[src/hdl/nibble_params.svh]
// Nibble datapath sizes
`ifndef NIBBLE_PARAMS_SVH
`define NIBBLE_PARAMS_SVH

// bits in one nibble
`define NIBBLE_W 4

// nibbles in one operand word
`define NIBBLE_CNT 8

// nibble index and last-index field
`define IDX_W 3

// full operand and result word
`define WORD_W (`NIBBLE_W * `NIBBLE_CNT)

`endif

[src/hdl/alu_pkg.sv]
// Nibble ALU types
`default_nettype none

`include "nibble_params.svh"

package alu_pkg;

    // opcodes understood by the 4-bit ALU
    typedef enum logic [2:0] {
        ADD    = 3'd0,
        AND_OP = 3'd1,
        OR_OP  = 3'd2,
        XOR_OP = 3'd3,
        RSHFT  = 3'd4
    } alu_cmd;

    // one nibble step into the ALU
    typedef struct packed {
        alu_cmd                cmd;
        // carry for ADD, incoming top bit for RSHFT
        logic                  carry_in;
        logic [`NIBBLE_W-1:0]  d1;
        logic [`NIBBLE_W-1:0]  d2;
    } alu_args;

    // one nibble step out of the ALU
    typedef struct packed {
        logic [`NIBBLE_W-1:0]  res;
        // ADD carry or bit shifted out of the nibble
        logic                  carry_out;
    } alu_ret;

endpackage

`default_nettype wire

[src/hdl/op_pkg.sv]
// Word operation types
`default_nettype none

`include "nibble_params.svh"

package op_pkg;

    // controller states
    typedef enum logic [1:0] {
        IDLE = 2'd0,
        RUN  = 2'd1,
        DONE = 2'd2
    } op_state;

    // request captured on an accepted start
    typedef struct packed {
        alu_pkg::alu_cmd       cmd;
        logic [`IDX_W-1:0]     last_idx;
        logic [`WORD_W-1:0]    word1;
        logic [`WORD_W-1:0]    word2;
        // nibbles the operation does not reach keep this value
        logic [`WORD_W-1:0]    preinit;
    } op_request;

endpackage

`default_nettype wire

[src/hdl/nibble_alu_if.sv]
// Nibble ALU step bus
`default_nettype none

interface nibble_alu_if;

    // command, carry and operand nibbles from the loop
    alu_pkg::alu_args args;

    // result nibble and carry back from the ALU
    alu_pkg::alu_ret ret;

    // loop drives the step and reads the answer
    modport loop_side (
        output args,
        input  ret
    );

    // ALU reads the step and answers within the same cycle
    modport alu_side (
        input  args,
        output ret
    );

endinterface

`default_nettype wire

[src/hdl/nibble_alu.sv]
// Combinational nibble ALU
`default_nettype none

`include "nibble_params.svh"

module nibble_alu (
    nibble_alu_if.alu_side alu
);

    // 5-bit sum, top bit is the carry out
    logic [`NIBBLE_W:0] sum;
    alu_pkg::alu_ret ret;

    assign sum = {1'b0, alu.args.d1}
               + {1'b0, alu.args.d2}
               + {{`NIBBLE_W{1'b0}}, alu.args.carry_in};

    always_comb begin
        ret = '0;
        case (alu.args.cmd)
            alu_pkg::ADD: begin
                ret.res       = sum[`NIBBLE_W-1:0];
                ret.carry_out = sum[`NIBBLE_W];
            end
            alu_pkg::AND_OP: begin
                ret.res = alu.args.d1 & alu.args.d2;
            end
            alu_pkg::OR_OP: begin
                ret.res = alu.args.d1 | alu.args.d2;
            end
            alu_pkg::XOR_OP: begin
                ret.res = alu.args.d1 ^ alu.args.d2;
            end
            alu_pkg::RSHFT: begin
                // bit from the nibble above enters at the top
                ret.res       = {alu.args.carry_in, alu.args.d2[`NIBBLE_W-1:1]};
                ret.carry_out = alu.args.d2[0];
            end
            default: begin
                ret = '0;
            end
        endcase
    end

    assign alu.ret = ret;

endmodule

`default_nettype wire

[src/hdl/nibble_loop.sv]
// Nibble loop over one word
`default_nettype none

`include "nibble_params.svh"

module nibble_loop (
    input  wire                  clk,
    input  wire                  reset,
    input  wire                  loop_run,
    input  var op_pkg::op_request req,
    output logic                 loop_busy,
    output logic [`WORD_W-1:0]   result,
    nibble_alu_if.loop_side      alu
);

    // RSHFT walks from the last index down to nibble 0
    logic                reverse;
    // extra top bit flags overflow past nibble 7 or below nibble 0
    logic [`IDX_W:0]     counter;
    logic [`IDX_W:0]     counter_next;
    logic [`IDX_W-1:0]   idx;
    logic                started;
    logic                passed_last;
    logic                carry;
    logic                at_last;
    logic                final_step;
    logic                step_en;

    assign reverse      = (req.cmd == alu_pkg::RSHFT);
    assign idx          = counter[`IDX_W-1:0];
    assign counter_next = reverse ? counter - 1'b1 : counter + 1'b1;
    assign at_last      = reverse ? (idx == '0) : (idx == req.last_idx);

    // this cycle writes the last nibble of the operation
    assign final_step = ((at_last || passed_last) && !alu.ret.carry_out)
                      || counter_next[`IDX_W];
    assign step_en    = loop_run && started;

    // high through the init cycle and every nibble but the final one
    assign loop_busy  = loop_run && !(started && final_step);

    // feed the indexed nibbles to the ALU
    assign alu.args.cmd      = req.cmd;
    assign alu.args.carry_in = carry;
    assign alu.args.d1       = req.word1[(`NIBBLE_W * idx) +: `NIBBLE_W];
    assign alu.args.d2       = req.word2[(`NIBBLE_W * idx) +: `NIBBLE_W];

    // first run cycle is the init cycle
    always_ff @(posedge clk) begin
        if (reset || !loop_run) begin
            started <= 1'b0;
        end else begin
            started <= 1'b1;
        end
    end

    always_ff @(posedge clk) begin
        if (reset) begin
            counter     <= '0;
            carry       <= 1'b0;
            passed_last <= 1'b0;
        end else if (loop_run && !started) begin
            counter     <= reverse ? {1'b0, req.last_idx} : '0;
            carry       <= 1'b0;
            passed_last <= 1'b0;
        end else if (step_en) begin
            counter <= counter_next;
            // carry for ADD, shifted-out bit for RSHFT
            carry   <= alu.ret.carry_out;
            if (at_last) begin
                passed_last <= 1'b1;
            end
        end
    end

    // untouched nibbles keep the preinit value
    always_ff @(posedge clk) begin
        if (reset) begin
            result <= '0;
        end else if (loop_run && !started) begin
            result <= req.preinit;
        end else if (step_en) begin
            result[(`NIBBLE_W * idx) +: `NIBBLE_W] <= alu.ret.res;
        end
    end

endmodule

`default_nettype wire

[src/hdl/op_control.sv]
// Word operation controller
`default_nettype none

`include "nibble_params.svh"

module op_control (
    input  wire                   clk,
    input  wire                   reset,
    input  wire                   start,
    input  var alu_pkg::alu_cmd   cmd,
    input  wire [`IDX_W-1:0]      last_idx,
    input  wire [`WORD_W-1:0]     word1,
    input  wire [`WORD_W-1:0]     word2,
    input  wire [`WORD_W-1:0]     preinit,
    input  wire                   loop_busy,
    output op_pkg::op_request     req,
    output logic                  loop_run,
    output logic                  busy,
    output logic                  done
);

    op_pkg::op_state state;
    logic accept;

    // start only counts outside a run, DONE allows back-to-back
    assign accept = start && (state != op_pkg::RUN);

    always_ff @(posedge clk) begin
        if (reset) begin
            state <= op_pkg::IDLE;
        end else begin
            case (state)
                op_pkg::RUN: begin
                    // loop signals its final nibble, done follows next cycle
                    if (!loop_busy) begin
                        state <= op_pkg::DONE;
                    end
                end
                default: begin
                    state <= accept ? op_pkg::RUN : op_pkg::IDLE;
                end
            endcase
        end
    end

    // request stays stable for the whole run
    always_ff @(posedge clk) begin
        if (accept) begin
            req.cmd      <= cmd;
            req.last_idx <= last_idx;
            req.word1    <= word1;
            req.word2    <= word2;
            req.preinit  <= preinit;
        end
    end

    assign loop_run = (state == op_pkg::RUN);
    assign busy     = (state == op_pkg::RUN);
    // DONE lasts exactly one cycle
    assign done     = (state == op_pkg::DONE);

endmodule

`default_nettype wire

[src/hdl/nibble_serial_alu.sv]
// Nibble-serial ALU top level
`default_nettype none

`include "nibble_params.svh"

module nibble_serial_alu (
    input  wire                  clk,
    input  wire                  reset,
    input  wire                  start,
    input  var alu_pkg::alu_cmd  cmd,
    input  wire [`IDX_W-1:0]     last_idx,
    input  wire [`WORD_W-1:0]    word1,
    input  wire [`WORD_W-1:0]    word2,
    input  wire [`WORD_W-1:0]    preinit,
    output wire                  busy,
    output wire                  done,
    output wire [`WORD_W-1:0]    result
);

    op_pkg::op_request req;
    wire loop_run;
    wire loop_busy;

    // one nibble step between loop and ALU
    nibble_alu_if alu_bus ();

    op_control u_control (
        .clk       (clk),
        .reset     (reset),
        .start     (start),
        .cmd       (cmd),
        .last_idx  (last_idx),
        .word1     (word1),
        .word2     (word2),
        .preinit   (preinit),
        .loop_busy (loop_busy),
        .req       (req),
        .loop_run  (loop_run),
        .busy      (busy),
        .done      (done)
    );

    nibble_loop u_loop (
        .clk       (clk),
        .reset     (reset),
        .loop_run  (loop_run),
        .req       (req),
        .loop_busy (loop_busy),
        .result    (result),
        .alu       (alu_bus)
    );

    nibble_alu u_alu (
        .alu (alu_bus)
    );

endmodule

`default_nettype wire

[config.mk]
export PLATFORM = sky130hd
export DESIGN_NAME = nibble_serial_alu
export DESIGN_NICKNAME = d
export VERILOG_FILES = /design/src/hdl/alu_pkg.sv /design/src/hdl/op_pkg.sv /design/src/hdl/nibble_alu_if.sv /design/src/hdl/nibble_alu.sv /design/src/hdl/nibble_loop.sv /design/src/hdl/op_control.sv /design/src/hdl/nibble_serial_alu.sv
export VERILOG_INCLUDE_DIRS = /design/src /design/src/hdl
export SDC_FILE = /design/constraint.sdc
export NUM_CORES = 1
export LEC_CHECK = 0
export BUFFER_PORTS_ARGS = -buffer_cell sky130_fd_sc_hd__buf_2
export CAP_MARGIN = 20
export CORE_UTILIZATION = 50
export CTS_BUF_LIST = sky130_fd_sc_hd__clkbuf_16
export DETAILED_ROUTE_END_ITERATION = 8
export PLACE_DENSITY = 0.79
export SLEW_MARGIN = 40
export SYNTH_ARGS = -nofsm -noshare
export SYNTH_HDL_FRONTEND = slang
export SYNTH_HIERARCHICAL = 1
export SYNTH_SLANG_ARGS = --single-unit
[constraint.sdc]
create_clock -name clk -period 6.41 [get_ports clk]
set_input_delay 0.9615 -clock clk [delete_from_list [all_inputs] [get_ports clk]]
set_output_delay 0.9615 -clock clk [all_outputs]
set_load 0.02 [all_outputs]
==> results.sh, run 1 <==
export IMPL_status="finished clean"
export IMPL_tightest_slew_ns=0.777
export IMPL_yosysTopAreaCell="edfxtp_1"
export IMPL_synth_edf_count=102
export IMPL_drv_cap=0
export IMPL_cts_tree="yes"
export IMPL_layout_min_cycle_time_ns=3.98
export IMPL_drtIter0Drc=349
export IMPL_synth_seq_cells=143
export IMPL_hold_viol=0
export IMPL_syn_to_final_growth_pct=22.7
export IMPL_async_flop_share_pct=0
export IMPL_max_freq_mhz=251
export IMPL_power_density_nw_per_um2=315
export IMPL_antenna_found_initial=1
export IMPL_clock_skew_final_ns=0.00870
export IMPL_setup_tns_ns=0
export IMPL_num_io_pins=139
export IMPL_cts_sinks=143
export IMPL_syn_avg_cell_area_um2=13.7
export IMPL_pwr_share_seq_pct=45.1
export IMPL_crit_path_start_kind="flop"
export IMPL_globalplace_congestion=0.864
export IMPL_placed_area_um2=7080
export IMPL_first_global_vias=4300
export IMPL_finalInstanceArea_um2=7710
export IMPL_grt_setup_unrepaired="no"
export IMPL_pre_cts_slack_ns=2.30
export IMPL_core_um2=12100
export IMPL_drv_slew=0
export IMPL_synth_ff_type="edfxtp_1"
export IMPL_seq_area_frac_synth_pct=61.8
export IMPL_cts_buffer_depth=2
export IMPL_hold_worst_slack_ns=0.490
export IMPL_cts_hold_buffers_added=0
export IMPL_viasPerCell=5.69
export IMPL_cts_root_buf="clkbuf_16"
export IMPL_hpwlAfterDp_um=9480
export IMPL_period_share_pct=62.1
export IMPL_initial_core_util_pct=51.9
export IMPL_die_x_um=114
export IMPL_htreeDepth=4
export IMPL_drive_gt1_share_pct=36.7
export IMPL_synth_warnings=6
export IMPL_cts_setup_buffers=0
export IMPL_p_int_mw=1.84
export IMPL_final_cells=768
export IMPL_drc=0
export IMPL_pwr_share_comb_pct=12.7
export IMPL_leakage_nw=2.99
export IMPL_synth_nets=582
export IMPL_worstPathMaxFanout=15
export IMPL_synth_top_cell_area_share_pct=48.8
export IMPL_grt_usage_pct=22.4
export IMPL_final_nets=709
export IMPL_critical_path_class="flop to flop"
export IMPL_cts_resized=0
export IMPL_place_inst=736
export IMPL_wl_um=14100
export IMPL_grt_pass1_wl_um=22000
export IMPL_cp_end_kind="flop"
export IMPL_cts_buffers=17
export IMPL_power_switching_mw=0.592
export IMPL_fin_util_pct=63.7
export IMPL_p_total_mw=2.43
export IMPL_pwr_share_clk_pct=42.2
export IMPL_synth_cells=460
export IMPL_vdd_ir_drop_max_uv=152
export IMPL_portBuffers=138
export IMPL_overflow=0
export IMPL_die_h_um=114
export IMPL_fill_cells=910
export IMPL_arrival_ns=4.32
export IMPL_min_path_type="flop to flop"
export IMPL_dr_pass1_iters=5
export IMPL_synth_area_leaders="edfxtp_1 (49%), dfxtp_1 (13%), mux4_2 (6.1%)"
export IMPL_grt_max_degree=47
export IMPL_rows=40
export IMPL_max_slew_margin_pct=48.1
export IMPL_clk_pin_slew_ns=0.06
export IMPL_synth_distinct_cells=65
export IMPL_switching_share_pct=24.4
export IMPL_vias=4369
export IMPL_ant_nets=0
export IMPL_wl_per_cell_um=18.4
export IMPL_layout_setup_ws_ns=2.43
export IMPL_die_area_um2=13000
export IMPL_syn_area_um2=6280
export IMPL_report_final_setup_viol=0
export IMPL_clock_latency_ns=0.42
export IMPL_critPathRequiredTime_ns=6.75
[cell usage in the layout (no fill, tap or decap), types with 15 or more instances in the layout]
master and n:
buf_2 137, edfxtp_1 102, dfxtp_1 40, nand2_1 33
nor2_1 26, a211oi_1 25, a22oi_1 24, clkbuf_16 17
mux4_2 17, inv_1 16, a21oi_1 16, ha_1 15
[kinds of logic after synthesis]
| family | count (synthesis) | share of synthesized area [%] |
|---|---|---|
| AOI/OAI and AO/OA | 106 | 12.5 |
| xor gates and xnor gates | 6 | 0.837 |
| adders and majority gates | 17 | 3.63 |
| buffers and inverters | 56 | 4.06 |
| DFF | 143 | 61.8 |
| muxes | 22 | 7.15 |
| and+or+nand+nor | 110 | 9.98 |
[worst max-delay path, stage by stage, from the launching register on]
cell	delay [ns]
dfxtp_1	0.63
buf_4	0.34
mux4_2	0.23
nand2_1	0.06
nand2_1	0.13
inv_1	0.10
fa_1	0.46
inv_1	0.09
fa_1	0.20
a21o_2	0.13
a211oi_1	0.07
a2111oi_0	0.61
nor2_1	0.11
a221oi_1	0.48
nand4bb_1	0.17
o21ai_2	0.09
[state kept, by name, summed over array words and instances, names as in the netlist]
name,count
u_control/req,102
u_control/state,2
u_loop/carry,1
u_loop/counter,4
u_loop/passed_last,1
u_loop/result,32
u_loop/started,1
[power groups by stage]
| stage | combinational, mW | clock [mW] | sequential [mW] |
|---|---|---|---|
| floorplan | 0.190 | 0 | 1.12 |
| global placement | 0.285 | 0 | 1.11 |
| detailed placement | 0.302 | 0 | 1.11 |
| CTS | 0.303 | 1.04 | 1.10 |
| global route | 0.332 | 1.07 | 1.10 |
| finish | 0.307 | 1.02 | 1.10 |
[final timing paths]
path                            cells after the start            endpoint  slack [ns]              start
worst min-delay path                                2        u_loop/carry        0.49       u_loop/carry
worst max register to register                     15  u_control/state[0]        2.43  u_loop/counter[1]
worst min register to register                      2        u_loop/carry        0.49       u_loop/carry
worst max-delay path                               15  u_control/state[0]        2.43  u_loop/counter[1]
[per-layer routing]
layer / global-route usage [%] / vias to the layer above / wire length [µm]
met5: 0 / - / 0
li1: - / 2011 / -
met4: 9.96 / 0 / 283
met3: 5.19 / 28 / 866
met2: 36.7 / 199 / 7030
met1: 28.6 / 2131 / 5970
[synthesized netlist by cell type, drive strengths merged (9+ instances only)]
| cell | n |
|---|---|
| a211oi | 29 |
| nand2 | 33 |
| inv | 22 |
| dfxtp | 41 |
| o21ai | 9 |
| a22oi | 24 |
| ha | 15 |
| buf | 25 |
| clkbuf | 9 |
| nor2 | 26 |
| edfxtp | 102 |
| a21oi | 18 |
| nand2b | 9 |
| mux4 | 18 |
[cell type report]
class / count / area, µm² / area share, %
diodes: 1 / 2.50 / 0.0325
clock buffers: 17 / 425 / 5.52
clock inverters: 14 / 191 / 2.48
inverters: 22 / 82.6 / 1.07
multi-input cells: 261 / 2160 / 28.0
flip-flops and latches: 143 / 3890 / 50.4
well taps: 168 / 210 / 2.73
repair buffers: 142 / 748 / 9.70
(Power assumes the default switching activity.)
==> run 2: changes to the inputs <==
==> constraint.sdc (replaced) <==
create_clock -name clk -period 4.17 [get_ports clk]
set_input_delay 0.6255 -clock clk [delete_from_list [all_inputs] [get_ports clk]]
set_output_delay 0.6255 -clock clk [all_outputs]
set_load 0.02 [all_outputs]
==> run 2 against run 1 <==
Global-route usage rose by 0.27 points. Clock skew is essentially flat. Critical path depth shrank 1. Combinational power increased by 54%. Non-clock buffer count increased by 4. Clock power is 33% higher. Sequential power is 53% higher. Cell area fell by 0.99%. Routed wire length down 2.6%. Sequential share of layout area rose by 0.47 points. Largest power group unchanged. Highest routed layer unchanged.
==> results.sh, run 2 (synthesis gave the netlist of run 1 again) <==
export IMPL_drive_gt1_share_pct=36.3
export IMPL_hold_viol=0
export IMPL_layout_common_cells="buf_2 (138), edfxtp_1 (102), dfxtp_1 (40), nand2_1 (33), nor2_1 (26)"
export IMPL_setup_tns_ns=0
export IMPL_wl_um=13800
export IMPL_die_x_um=114
export IMPL_clk_pin_slew_ns=0.06
export IMPL_final_nets=713
export IMPL_globalplace_congestion=0.841
export IMPL_initial_core_util_pct=51.9
export IMPL_cts_resized=0
export IMPL_viasPerCell=5.54
export IMPL_max_slew_margin_pct=46.0
export IMPL_dr_pass1_iters=5
export IMPL_fill_cells=912
export IMPL_drc=0
export IMPL_period_share_pct=91.2
export IMPL_grt_pass1_wl_um=22000
export IMPL_grt_max_degree=47
export IMPL_vdd_ir_drop_max_uv=265
export IMPL_grt_usage_pct=22.7
export IMPL_cts_hold_buffers_added=0
export IMPL_first_global_vias=4360
export IMPL_vias=4285
export IMPL_num_io_pins=139
export IMPL_cts_buffers=17
export IMPL_min_path_type="input port to flop"
export IMPL_die_area_um2=13000
export IMPL_cts_setup_buffers=0
export IMPL_cts_root_buf="clkbuf_16"
export IMPL_grt_setup_unrepaired="no"
export IMPL_top_register="u_control/req"
export IMPL_overflow=0
export IMPL_htreeDepth=4
export IMPL_reg_top3="u_control/req (102), u_loop/result (32), u_loop/counter (4)"
export IMPL_final_cells=773
export IMPL_drv_slew=0
export IMPL_cts_sinks=143
export IMPL_layout_min_cycle_time_ns=3.80
export IMPL_hpwlAfterDp_um=9570
export IMPL_clock_skew_final_ns=0.00829
export IMPL_leakage_nw=2.97
export IMPL_arrival_ns=4.16
export IMPL_tightest_slew_ns=0.810
export IMPL_wl_per_cell_um=17.8
export IMPL_cp_end_kind="flop"
export IMPL_final_common_cell="buf_2"
export IMPL_syn_to_final_growth_pct=21.5
export IMPL_cts_tree="yes"
export IMPL_max_freq_mhz=263
export IMPL_power_density_nw_per_um2=461
export IMPL_status="finished clean"
export IMPL_critical_path_class="flop to flop"
export IMPL_clock_latency_ns=0.42
export IMPL_worstPathMaxFanout=17
export IMPL_ant_nets=0
export IMPL_portBuffers=138
export IMPL_die_h_um=114
export IMPL_antenna_found_initial=1
export IMPL_largest_reg_flops=102
export IMPL_crit_path_start_kind="flop"
export IMPL_report_final_setup_viol=0
export IMPL_drv_cap=0
export IMPL_core_um2=12100
export IMPL_critPathRequiredTime_ns=4.52
export IMPL_drtIter0Drc=304
export IMPL_cts_buffer_depth=2
export IMPL_rows=40
export IMPL_place_inst=740
## run 2: cell count changes in the layout (fill, tap and decap cells not counted)
cell        delta
buf_2          +1
buf_4          +4
clkinvlp_4     +1
bufinv_16      -3
dfxtp_4        -1
clkinv_2       +1
inv_1          +3
inv_6          -1
o21ai_0        +1
buf_12         -1
clkinv_1       +2
clkinv_4       -2
dfxtp_2        +1
o21ai_2        -1
## run 2: worst paths after layout
path                     startpoint            endpoint  slack (ns)  cells after the start
hold reg to reg   u_loop/result[28]   u_loop/result[28]        0.50                      2
hold / removal           preinit[0]    u_control/req[0]        0.38                      1
setup reg to reg  u_loop/counter[0]  u_control/state[0]        0.37                     14
setup / recovery  u_loop/counter[0]  u_control/state[0]        0.37                     14
## run 2: area by class of cell
| class | count | area [µm²] | area share, % |
|---|---|---|---|
| diodes | 1 | 2.50 | 0.0328 |
| clock buffers | 17 | 425 | 5.57 |
| clock inverters | 15 | 106 | 1.39 |
| inverters | 22 | 82.6 | 1.08 |
| multi-input cells | 261 | 2160 | 28.3 |
| flip-flops and latches | 143 | 3880 | 50.9 |
| well taps | 168 | 210 | 2.75 |
| repair buffers | 146 | 763 | 10.0 |
## run 2: layer usage
metal | wire length (µm) | track usage (%) | vias to the layer above
met5 | 0 | 0 | -
met4 | 351 | 11.3 | 0
met3 | 774 | 5.19 | 26
met2 | 6910 | 36.4 | 160
met1 | 5740 | 29.1 | 2069
li1 | - | - | 2030
## run 2: metrics by stage
stage                     hold WS, ns  util [%]  setup WS, ns  instance area (µm²)  total power, mW
after floorplan                 0.432         -         0.719                 6280             2.02
after global placement          0.463      58.3         0.557                 7070             2.15
after detailed placement        0.492      58.5         0.368                 7090             2.18
after CTS                       0.357      62.9         0.291                 7620             3.53
after global routing            0.360      63.0        0.0186                 7630             3.65
final                           0.376      63.0         0.368                 7630             3.52
## run 2: worst max-delay path, cell delays in order, from the launching register on
cell,delay (ns)
dfxtp_2,0.71
mux4_2,0.34
nand2_1,0.07
nand2_1,0.10
inv_1,0.09
fa_1,0.46
inv_1,0.10
fa_1,0.21
a21o_2,0.13
a211oi_1,0.06
a2111oi_0,0.59
nor2_1,0.11
a221oi_1,0.48
nand4bb_1,0.19
o21ai_2,0.09
## run 2: power by group
group / internal [mW] / switching [mW]
Sequential: 1.63 / 0.0502
Combinational: 0.195 / 0.278
Clock: 0.802 / 0.557
==> run 3: changes to the inputs <==
--- a/config.mk
+++ b/config.mk
@@ -11,9 +11,9 @@
 export CORE_UTILIZATION = 50
 export CTS_BUF_LIST = sky130_fd_sc_hd__clkbuf_16
 export DETAILED_ROUTE_END_ITERATION = 8
-export PLACE_DENSITY = 0.79
+export PLACE_DENSITY = 0.8
+export RECOVER_POWER = 100
 export SLEW_MARGIN = 40
 export SYNTH_ARGS = -nofsm -noshare
 export SYNTH_HDL_FRONTEND = slang
-export SYNTH_HIERARCHICAL = 1
 export SYNTH_SLANG_ARGS = --single-unit
==> run 3 against run 2 <==
The run now ends with design-rule violations, max-capacitance violations, max-slew violations left. Clock-buffer cell count stayed put. Cell area is 4.1% lower. Synthesized cell count is 5.9% lower. Die area is 3.4% lower. Critical path type unchanged. Highest routed layer unchanged.
==> results.sh, run 3 <==
export IMPL_drc=5
export IMPL_die_x_um=112
export IMPL_die_h_um=112
export IMPL_initial_core_util_pct=52.2
export IMPL_seq_area_frac_synth_pct=64.0
export IMPL_synth_common_cells="edfxtp_1 (102), dfxtp_1 (41), nor2_1 (28)"
export IMPL_hold_worst_slack_ns=0.380
export IMPL_arrival_ns=4.05
export IMPL_antenna_found_initial=0
export IMPL_rows=39
export IMPL_cts_sinks=143
export IMPL_worstPathMaxFanout=17
export IMPL_yosysTopAreaCell="edfxtp_1"
export IMPL_drive_gt1_share_pct=29.5
export IMPL_tightest_slew_ns=2.42
export IMPL_syn_to_final_growth_pct=20.7
export IMPL_drtIter0Drc=383
export IMPL_pre_cts_slack_ns=0.535
export IMPL_cts_resized=0
export IMPL_report_final_setup_viol=0
export IMPL_cts_hold_buffers_added=0
export IMPL_vdd_ir_drop_max_uv=289
export IMPL_top_register="u_control.req"
export IMPL_globalplace_congestion=0.862
export IMPL_synth_seq_cells=143
export IMPL_drv_slew=93
export IMPL_layout_min_cycle_time_ns=3.84
export IMPL_cts_setup_buffers=0
export IMPL_min_path_type="input port to flop"
export IMPL_setup_tns_ns=0
export IMPL_num_io_pins=139
export IMPL_grt_setup_unrepaired="no"
export IMPL_crit_path_start_kind="flop"
export IMPL_wl_per_cell_um=18.6
export IMPL_synth_cells=433
export IMPL_cts_buffers=17
export IMPL_cts_tree="yes"
export IMPL_power_density_nw_per_um2=478
export IMPL_syn_area_um2=6070
export IMPL_critical_path_class="flop to flop"
export IMPL_grt_pass1_wl_um=21700
export IMPL_grt_usage_pct=22.9
export IMPL_overflow=0
export IMPL_cts_root_buf="clkbuf_16"
export IMPL_synth_top_cell_area_share_pct=50.5
export IMPL_fill_cells=891
export IMPL_wl_um=13500
export IMPL_htreeDepth=4
export IMPL_dr_pass1_iters=7
export IMPL_largest_reg_flops=102
export IMPL_leakage_nw=2.75
export IMPL_synth_edf_count=102
export IMPL_synth_area_leaders="edfxtp_1 (50%), dfxtp_1 (14%), mux4_2 (4.1%)"
export IMPL_synth_warnings=0
export IMPL_viasPerCell=5.79
export IMPL_portBuffers=138
export IMPL_async_flop_share_pct=0
export IMPL_synth_ff_type="edfxtp_1"
export IMPL_hold_viol=0
export IMPL_synth_distinct_cells=56
export IMPL_n_antenna_cell=0
export IMPL_drv_cap=2
export IMPL_final_nets=693
export IMPL_max_freq_mhz=260
export IMPL_cp_end_kind="flop"
export IMPL_die_area_um2=12600
export IMPL_cts_buffer_depth=2
export IMPL_core_um2=11600
export IMPL_synth_nets=553
export IMPL_grt_max_degree=53
export IMPL_critPathRequiredTime_ns=4.38
export IMPL_status="finished, violations left"
export IMPL_layout_setup_ws_ns=0.330
export IMPL_clock_skew_final_ns=0.00498
export IMPL_clk_pin_slew_ns=0.06
export IMPL_clock_latency_ns=0.42
export IMPL_syn_avg_cell_area_um2=14.0
export IMPL_ant_nets=0
export IMPL_hpwlAfterDp_um=9200
export IMPL_period_share_pct=92.1
export IMPL_max_slew_margin_pct=-61.4
export IMPL_reg_top3="u_control.req (102), u_loop.result (32), u_loop.counter (4)"
export IMPL_violations="design-rule violations, max-capacitance violations, max-slew violations"
export IMPL_vias=4223
export IMPL_first_global_vias=4245
export IMPL_yosysMostFrequentCell="edfxtp_1"
export IMPL_layout_common_cells="buf_2 (102), edfxtp_1 (102), dfxtp_1 (40), clkbuf_1 (36), nor2_1 (28)"
## run 3: changes by cell type after synthesis, sizes merged, moves of 6 or more
| cell | previous run | this run |
|---|---|---|
| a211oi | 29 | 8 |
| buf | 25 | 12 |
| o22ai | 5 | 23 |
| mux2 | 0 | 6 |
| mux4 | 18 | 11 |
| nand2 | 33 | 26 |
## run 3: where the power goes
group          internal (mW)  total, mW  switching, mW
sequential              1.62       1.67         0.0508
clock                  0.814       1.38          0.568
combinational          0.179      0.445          0.266
## run 3: cell type report
type                       instances  area (µm²)  area share (%)
clock buffer                      17         425            5.81
clock inverter                    15         123            1.67
inverter                          18        67.6           0.923
multi-input combinational        250        1960            26.8
sequential                       143        3880            53.1
tap                              143         179            2.44
timing repair buffer             143         681            9.30
## run 3: kinds of logic (layout without fill, tap and decap cells)
family	after synthesis	in the layout	share of synthesized area [%]
flip-flops	143	143	64.0
AO/OA/AOI/OAI	105	105	13.1
AND/OR/NAND/NOR	97	97	8.27
buffers and inverters	40	193	3.03
multiplexers	26	26	6.89
adder cells (fa/ha/maj)	15	15	3.47
XOR/XNOR	7	7	1.24
## run 3: critical path, cell delays in order (launching register included)
cell and delay [ns]:
dfxtp_2 0.62, mux4_2 0.58, nand2_1 0.11, and2_0 0.21
inv_1 0.09, fa_1 0.43, nor2b_1 0.14, a211oi_1 0.24
a211oi_1 0.08, a21oi_1 0.90, o22ai_1 0.23
## run 3: path summary, 6_finish.rpt
kind	depth (start not counted)	start	end	slack (ns)
hold / removal	1	word2[9]	u_control.req[41]	0.38
setup reg to reg	10	u_loop.counter[0]	u_loop.result[4]	0.33
hold reg to reg	2	u_loop.passed_last	u_loop.passed_last	0.47
setup / recovery	10	u_loop.counter[0]	u_loop.result[4]	0.33
## run 3: per-layer routing
layer,up-vias,routed length (µm),GRT usage (%)
met2,202,6660,37.1
met4,0,386,11.5
li1,1946,-,-
met3,32,922,5.08
met5,-,0,0
met1,2043,5560,29.3
## run 3: per-stage QoR
| step | cells | instance area, µm² | total power, mW | utilization [%] |
|---|---|---|---|---|
| 3_3_place_gp | 697 | 6860 | 2.14 | 59.1 |
| 3_5_place_dp | 697 | 6860 | 2.15 | 59.1 |
| 4_1_cts | 729 | 7410 | 3.54 | 63.8 |
| 6_report | 729 | 7320 | 3.50 | 63.0 |
| 5_1_grt | 729 | 7320 | 3.63 | 63.0 |
| 2_1_floorplan | 433 | 6070 | 2.00 | - |
